[src/verilog/zx_defines.svh]
// 48k timing constants in pixels (7 MHz) and lines
// all windows are half-open, paper starts at pixel 0 line 0
`ifndef ZX_DEFINES_SVH
`define ZX_DEFINES_SVH

// frame geometry
`define ZX_LINE_PIXELS 448
`define ZX_FRAME_LINES 312
`define ZX_PIX_DIV     4        // clk28 cycles per pixel

`define ZX_HSYNC_START 344
`define ZX_HSYNC_LEN   32
`define ZX_VSYNC_START 248
`define ZX_VSYNC_LEN   4

// frame interrupt, low on one line for the first pixels
`define ZX_INT_LINE    248
`define ZX_INT_LEN     32

`define ZX_PAPER_W     256
`define ZX_PAPER_H     192

`define ZX_BLANK_HSTART 320
`define ZX_BLANK_HEND   416
`define ZX_BLANK_VSTART 240
`define ZX_BLANK_VEND   256

`define ZX_CHAN_ON     2'd3     // level for a set border bit

`endif

[src/verilog/zx_bus_pkg.sv]
// z80 bus side types, strobes already converted to active high
`default_nettype none

package zx_bus_pkg;

    typedef logic [15:0] addr_t;

    typedef logic [7:0] byte_t;

    // keyboard half-row, a pressed key reads as 0
    typedef logic [4:0] keyrow_t;

    // plain levels, no handshake
    typedef struct packed {
        addr_t a;
        byte_t d;       // write data
        logic  iorq;
        logic  rd;
        logic  wr;
    } cpu_bus_s;

endpackage

`default_nettype wire

[src/verilog/zx_video_pkg.sv]
// video side types, counters and colour outputs of the ula
`default_nettype none

package zx_video_pkg;

    // pixel within a line, 0..447
    typedef logic [8:0] hcount_t;

    // line within a frame, 0..311
    typedef logic [8:0] vcount_t;

    // border index: bit 0 blue, bit 1 red, bit 2 green
    typedef logic [2:0] border_t;

    // one output colour channel, 0 is off and 3 is full
    typedef logic [1:0] chan_t;

    // all active low
    typedef struct packed {
        logic hsync;
        logic vsync;
        logic csync;
    } sync_s;

    typedef struct packed {
        chan_t r;
        chan_t g;
        chan_t b;
    } rgb_s;

endpackage

`default_nettype wire
[src/verilog/zx_ports.sv]
// port fe of the 48k ula, any even address with iorq selects it
// read data is combinational, the write registers load one clk28 later
`default_nettype none
`timescale 1ns/1ps

module zx_ports (
    input  logic                   clk28,
    input  logic                   rst_n,
    input  zx_bus_pkg::cpu_bus_s   bus,
    input  zx_bus_pkg::keyrow_t    kd,
    input  logic                   tape_in,
    output zx_bus_pkg::byte_t      xd_out,
    output logic                   xd_oe,
    output zx_video_pkg::border_t  border,
    output logic                   mic,
    output logic                   snd
);
    import zx_bus_pkg::*;
    import zx_video_pkg::*;

    logic    port_fe;
    logic    fe_wr;
    logic    fe_rd;
    border_t border_q;
    logic    mic_q;
    logic    beeper_q;

    // partial decode, only a0 is looked at
    assign port_fe = bus.iorq & ~bus.a[0];
    assign fe_wr   = port_fe & bus.wr;
    assign fe_rd   = port_fe & bus.rd;

    // a held strobe just reloads the same value
    always_ff @(posedge clk28) begin
        if (!rst_n) begin
            border_q <= '0;
            mic_q    <= 1'b0;
            beeper_q <= 1'b0;
        end else if (fe_wr) begin
            border_q <= border_t'(bus.d[2:0]);
            mic_q    <= bus.d[3];
            beeper_q <= bus.d[4];
        end
    end

    assign border = border_q;
    assign mic    = mic_q;

    // beeper and mic share the one speaker line
    assign snd = beeper_q ^ mic_q;

    // bits 7 and 5 float high on a real 48k
    assign xd_out = {1'b1, tape_in, 1'b1, kd};
    assign xd_oe  = fe_rd;

endmodule

`default_nettype wire

[src/verilog/zx_screen.sv]
// 48k screen timing, 448 pixels x 312 lines, pixel rate is clk28/4
// no video fetch, paper and blanking are shown black
`default_nettype none
`timescale 1ns/1ps
`include "zx_defines.svh"

module zx_screen (
    input  logic                  clk28,
    input  logic                  rst_n,
    input  zx_video_pkg::border_t border,
    output zx_video_pkg::sync_s   sync,
    output zx_video_pkg::rgb_s    rgb,
    output logic                  n_int
);
    import zx_video_pkg::*;

    logic [1:0] pix_div;
    logic       pix_en;
    hcount_t    hcount;
    vcount_t    vcount;
    logic       line_end;
    logic       frame_end;
    logic       hsync_win;
    logic       vsync_win;
    logic       int_win;
    logic       blank_win;
    logic       paper_win;
    rgb_s       border_rgb;

    // each set border bit drives its channel to full level
    function automatic rgb_s border_to_rgb(input border_t idx);
        rgb_s c;
        c.r = idx[1] ? chan_t'(`ZX_CHAN_ON) : chan_t'(0);
        c.g = idx[2] ? chan_t'(`ZX_CHAN_ON) : chan_t'(0);
        c.b = idx[0] ? chan_t'(`ZX_CHAN_ON) : chan_t'(0);
        return c;
    endfunction

    // pixel enable on the last clk28 of every pixel
    always_ff @(posedge clk28) begin
        if (!rst_n) begin
            pix_div <= '0;
        end else begin
            pix_div <= pix_div + 2'd1;
        end
    end

    assign pix_en    = (pix_div == 2'(`ZX_PIX_DIV - 1));
    assign line_end  = (hcount == hcount_t'(`ZX_LINE_PIXELS - 1));
    assign frame_end = (vcount == vcount_t'(`ZX_FRAME_LINES - 1));

    always_ff @(posedge clk28) begin
        if (!rst_n) begin
            hcount <= '0;
            vcount <= '0;
        end else if (pix_en) begin
            if (line_end) begin
                hcount <= '0;
                vcount <= frame_end ? '0 : vcount + 1'b1;
            end else begin
                hcount <= hcount + 1'b1;
            end
        end
    end

    // window decode straight off the counters
    assign hsync_win = (hcount >= hcount_t'(`ZX_HSYNC_START)) &&
                       (hcount <  hcount_t'(`ZX_HSYNC_START + `ZX_HSYNC_LEN));
    assign vsync_win = (vcount >= vcount_t'(`ZX_VSYNC_START)) &&
                       (vcount <  vcount_t'(`ZX_VSYNC_START + `ZX_VSYNC_LEN));

    // 32 pixels on one line, 128 clk28 cycles
    assign int_win = (vcount == vcount_t'(`ZX_INT_LINE)) &&
                     (hcount <  hcount_t'(`ZX_INT_LEN));

    assign blank_win = ((hcount >= hcount_t'(`ZX_BLANK_HSTART)) &&
                        (hcount <  hcount_t'(`ZX_BLANK_HEND))) ||
                       ((vcount >= vcount_t'(`ZX_BLANK_VSTART)) &&
                        (vcount <  vcount_t'(`ZX_BLANK_VEND)));

    assign paper_win = (hcount < hcount_t'(`ZX_PAPER_W)) &&
                       (vcount < vcount_t'(`ZX_PAPER_H));

    assign border_rgb = border_to_rgb(border);

    // output stage, one clk28 behind the counters
    always_ff @(posedge clk28) begin
        if (!rst_n) begin
            sync.hsync <= 1'b1;
            sync.vsync <= 1'b1;
            sync.csync <= 1'b1;
            n_int      <= 1'b1;
            rgb        <= '0;
        end else begin
            sync.hsync <= ~hsync_win;
            sync.vsync <= ~vsync_win;
            sync.csync <= ~(hsync_win | vsync_win);   // same as hsync & vsync
            n_int      <= ~int_win;
            if (blank_win || paper_win) begin
                rgb <= '0;
            end else begin
                rgb <= border_rgb;
            end
        end
    end

endmodule

`default_nettype wire

[src/verilog/zx_ula.sv]
// 48k ula timing and port fe on clk28, bus strobes are active low pins
// rst_n reaches both blocks directly
`default_nettype none
`timescale 1ns/1ps

module zx_ula (
    input  logic                 clk28,
    input  logic                 rst_n,
    input  zx_bus_pkg::addr_t    xa,
    input  zx_bus_pkg::byte_t    xd_in,
    input  logic                 n_iorq,
    input  logic                 n_rd,
    input  logic                 n_wr,
    input  zx_bus_pkg::keyrow_t  kd,
    input  logic                 tape_in,
    output zx_bus_pkg::byte_t    xd_out,
    output logic                 xd_oe,
    output logic                 hsync,
    output logic                 vsync,
    output logic                 csync,
    output zx_video_pkg::chan_t  r,
    output zx_video_pkg::chan_t  g,
    output zx_video_pkg::chan_t  b,
    output logic                 n_int,
    output logic                 snd,
    output logic                 mic
);
    import zx_bus_pkg::*;
    import zx_video_pkg::*;

    cpu_bus_s bus;
    border_t  border;
    sync_s    sync;
    rgb_s     rgb;

    assign bus.a    = xa;
    assign bus.d    = xd_in;
    assign bus.iorq = ~n_iorq;
    assign bus.rd   = ~n_rd;
    assign bus.wr   = ~n_wr;

    zx_ports ports0 (
        .clk28   (clk28),
        .rst_n   (rst_n),
        .bus     (bus),
        .kd      (kd),
        .tape_in (tape_in),
        .xd_out  (xd_out),
        .xd_oe   (xd_oe),
        .border  (border),
        .mic     (mic),
        .snd     (snd)
    );

    zx_screen screen0 (
        .clk28  (clk28),
        .rst_n  (rst_n),
        .border (border),
        .sync   (sync),
        .rgb    (rgb),
        .n_int  (n_int)
    );

    assign {hsync, vsync, csync} = {sync.hsync, sync.vsync, sync.csync};
    assign {r, g, b}             = {rgb.r, rgb.g, rgb.b};

endmodule

`default_nettype wire

[config.mk]
export PLATFORM = sky130hd
export DESIGN_NAME = zx_ula
export DESIGN_NICKNAME = d
export VERILOG_FILES = /design/src/verilog/zx_bus_pkg.sv /design/src/verilog/zx_video_pkg.sv /design/src/verilog/zx_ports.sv /design/src/verilog/zx_screen.sv /design/src/verilog/zx_ula.sv
export VERILOG_INCLUDE_DIRS = /design/src /design/src/verilog
export SDC_FILE = /design/constraint.sdc
export NUM_CORES = 1
export LEC_CHECK = 0
export ABC_AREA = 1
export BUFFER_PORTS_ARGS = -buffer_cell sky130_fd_sc_hd__buf_4
export CAP_MARGIN = 20
export CORE_ASPECT_RATIO = 1.5
export CORE_MARGIN = 4
export CORE_UTILIZATION = 35
export DETAILED_ROUTE_END_ITERATION = 7
export PLACE_DENSITY = 0.59
export SYNTH_ARGS = -nofsm -noshare
export SYNTH_HDL_FRONTEND = slang
export SYNTH_SLANG_ARGS = --single-unit
[constraint.sdc]
create_clock -name clk28 -period 1.6 [get_ports clk28]
set_clock_uncertainty 0.15 [all_clocks]
set_input_delay 0.4 -clock clk28 [delete_from_list [all_inputs] [get_ports clk28]]
set_output_delay 0.4 -clock clk28 [all_outputs]
set_load 0.02 [all_outputs]
### Yosys cells after proc, flatten, opt, wreduce, memory -nomap -nowiden

Index checks and enable logic that the tools add are counted.

* add/subtract/negate cells: 3
* multiply operators: 0
* div/mod/pow operators: 0
* $lt $le $gt $ge: 11
* equality and inequality tests: 4
* shifts and indexed selects: 0
* multiplexer cells: 5
* bitwise logic cells: 14
* reduce and logical (&&, ||, !) cells: 10

Operators by type and width (number)
* < comparator 9 bit, second input constant: 4
* adder 9 x 1 -> 9 bit, second input constant: 2
* equality test 9 bit, second input constant: 2
* greater-or-equal comparator 9 x 8 -> 1 bit, second input constant: 2
* greater-or-equal comparator 9 bit, second input constant: 2
* < comparator 9 x 8 -> 1 bit, second input constant: 2
* 2-to-1 mux 9 bit: 2
* equality test 9 x 8 -> 1 bit, second input constant: 1
* < comparator 9 x 6 -> 1 bit, second input constant: 1
* NOT 1 bit: 9
* logical AND 1 bit: 6
* 2-to-1 mux 2 bit: 3
* AND 1 bit: 3
* adder 2 x 1 -> 2 bit, second input constant: 1
* equality test 2 bit, second input constant: 1
* logical OR 1 bit: 2
* AND reduction 2 bit: 1
* OR reduction 2 bit: 1
* bitwise OR 1 bit: 1
* XOR 1 bit: 1

* register bits: 35
* bits in latches: 0
* RAM bits: 0
* ROM bits: 0
* bits of input ports: 35
* output and inout port bits: 21
* logic and storage cells: 60
* memories: 0

### Logic depth before layout (Yosys ltp)

* depth in word-level cells: 5
* mapped depth: 9
* depth with buffers taken out: 9

### Cells and area by module

From an unflattened synthesis, not the netlist that was laid out.

* cell total of the unflattened synthesis: 240
* area total of the unflattened synthesis: 1695.4 um^2

Modules (own cells, without submodules)
* zx_screen: instances 1, cells an instance 194, area each 1388.8 um^2, sequential area each 540.5 um^2
* zx_ports: instances 1, cells an instance 43, area each 295.3 um^2, sequential area each 100.1 um^2
* zx_ula: instances 1, cells an instance 3, area each 11.3 um^2, sequential area each 0.0 um^2

### Least setup slack after synthesis

Ideal clock, no wire load.

* kind: input -> output
* from: input xa[0]
* to: output xd_oe
* arrival time: 0.897 ns
* required time: 1.050 ns
* setup slack: 0.153 ns
* stages: 1
* buffers on the path: 0
* cell sequence: nor3_1

* word-level cells in the longest chain between the ends: 3

Ends and longest elaborated chain
* from (decl): line zx_ula.sv:9 `input zx_bus_pkg::addr_t xa,`
* NOT 1 bit: line zx_ports.sv:29 `assign port_fe = bus.iorq & ~bus.a[0];`
* AND 1 bit: line zx_ports.sv:29
* AND 1 bit: line zx_ports.sv:31 `assign fe_rd = port_fe & bus.rd;`
* to (decl): line zx_ula.sv:17 `output logic xd_oe,`

No other way between the ends.

### Worst setup path after layout

* from: register ports0.beeper_q
* to: output snd

* word-level cells in the longest chain between the ends: 1

Ends and longest elaborated chain
* from (decl): line zx_ports.sv:26 `logic beeper_q;`
* from (signal assigned): line zx_ports.sv:42 `beeper_q <= bus.d[4];`
* XOR 1 bit: line zx_ports.sv:50 `assign snd = beeper_q ^ mic_q;`
* to (decl): line zx_ula.sv:25 `output logic snd,`

No other way between the ends.

==> impl_metrics.ini <==
[final_layout]
multi_input_area_sq_um = 749
final_nets = 288
drive_above_1_share_pct = 24.9
mostFrequentLayoutCells = nand2_1 (38), nor2_1 (38), buf_4 (36)
antenna_cells = 0
syn_to_final_growth_pct = 25.4
nFillCells = 436
regArea_sq_um = 643
finish.utilization_pct = 45.8

[grt]
overflow = 0
antenna_found_initial = 0
grt_pass1_wl_um = 5470
grt_max_degree = 11
grt_pass1_vias = 1314
grtUsageTotal_pct = 12.5

[power]
totalPowerFinal_uw = 1670
p_leak_uw = 0.000813
vdd_ir_drop_max_mv = 0.631
power_density_nw_per_um2 = 859

[clock_tree]
clock_latency_ns = 0.28
cts_max_path_buffers = 2
cts_root_buf = clkbuf_8
cts.clk_slew.worst_paths_ns = 0.06
cts_num_sinks = 32
htree_num_levels = 2
cts_tree = yes
cts_made_buffers = 5
postCtsSetupBuffers = 0

[min_path]
hold_depth = 3
hold_class = input port to flip-flop

[routing]
via_count = 1346
routedWlPerCell_um = 10.6
dr.first_iter.drc_count = 25
via_per_inst = 4.56
firstDrtPassIters = 4
ant_nets = 0
wl_um = 3130
drc = 0

[synth]
synth_cell_types = 25
synth_cells = 216
yosysWarnings = 0
post_synth.cell_area_avg_sq_um = 7.17
ys_ff_latch = 32
synth_seq_area_share_pct = 41.4
synth_area_sq_um = 1550

[setup_path]
cp.required_ns = 1.05
worstRegToRegCells = 8
crit_arrival_ns = 0.93
critical_path_class = flip-flop to output port
crit_path_end_kind = output port
startpoint_type = flip-flop
crit_path_max_fanout = 2

[sta]
hold_viol_final = 0
rsz0062_at_grt = false
fmax_ghz = 0.675
finalSetupViolCount = 0
tns_ns = 0
finalWorstPathRequiredPeriod_ns = 1.48
slew_violations = 0
finalCritPeriodShare_pct = 92.6

[floorplanning]
die_area_sq_um = 5580
rows = 29
initial_core_util_pct = 36.5
io_pins = 56
core_sq_um = 4250
die_width_um = 62.3
die_h_um = 89.5

[placement]
gp_congestion = 0.790
io_buffers = 23
dp_hpwl_um = 2480

[job]
cap_violations = 0

[outcome]
outcome = completed
## power breakdown
| part | total (uW) | internal [uW] | switching [uW] |
|---|---|---|---|
| combinational | 97.6 | 47.3 | 50.3 |
| sequential | 819 | 810 | 9.02 |
| clock | 753 | 461 | 292 |
## worst max-delay path, cell delays in order (launching register included)
cell and delay (ns):
dfxtp_1 0.34, xor2_1 0.15, buf_4 0.16
## layer usage
layer	share of wire [%]	vias up	routed length [um]	track usage [%]
li1	-	727	-	-
met1	39	591	1230	11.8
met2	53	15	1650	22.9
met3	3.1	13	96	3.52
met4	4.6	0	143	9.65
met5	0	-	0	0
## stage by stage
stage	instances	worst slack, ns	cell area (sq um)	hold WS (ns)
after floorplan	217	0.153	1550	0.249
after global placement	287	0.0617	1790	0.258
after detailed placement	287	0.0541	1790	0.271
after CTS	295	0.0377	1900	0.221
after global routing	295	0.0219	1940	0.263
final	295	0.119	1940	0.228
## cell usage after synthesis, drive strengths merged
library cell	n	share of area, %
nand3	15	5.7
xor2	2	1.1
nand2	43	11
clkbuf	1	0.24
a21oi	7	2.3
conb	1	0.24
buf	11	5.3
nor2	43	12
xnor2	1	0.57
dfxtp	32	41
nand4	7	2.8
ha	5	4.0
clkinv	1	0.32
nor4	1	0.40
nor3	6	1.9
inv	29	7.0
o21bai	1	0.48
o21ai	10	3.2
## repair_timing
action	in CTS	in global routing
hold buffers	0	0
endpoints found under the setup margin	0	14
resized for setup	0	11
endpoints found under the hold margin	0	0
## kinds of logic after synthesis
kind of cell / after synthesis / synth area share (%)
and+or+nand+nor: 115 / 33.8
buffers and inverters: 42 / 12.9
DFF: 32 / 41.4
AOI/OAI and AO/OA: 18 / 5.98
adders and majority gates: 5 / 4.04
xor gates and xnor gates: 3 / 1.70
other: 1 / 0.242
## final timing paths
path / start / to / slack, ns
max: ports0.beeper_q / snd / 0.12
max reg2reg: screen0.hcount[1] / screen0.vcount[4] / 0.13
min: xd_in[4] / ports0.beeper_q / 0.23
min reg2reg: ports0.border[1] / screen0.rgb[4] / 0.29
## layout make-up
class	instances	share of cell area, %
well taps	46	2.96
clock buffers	6	3.73
flip-flops and latches	32	33.1
clock inverters	2	1.80
multi-input cells	143	38.6
repair buffers	36	13.9
inverters	30	5.92
## registers in the layout (all words and copies together), names as in the netlist
name and cells:
screen0.hcount 9, screen0.sync 3, screen0.pix_div 2, screen0.n_int 1, ports0.beeper_q 1, ports0.mic 1, ports0.border 3, screen0.rgb 3
screen0.vcount 9
Power figures use the tool's default switching activity.
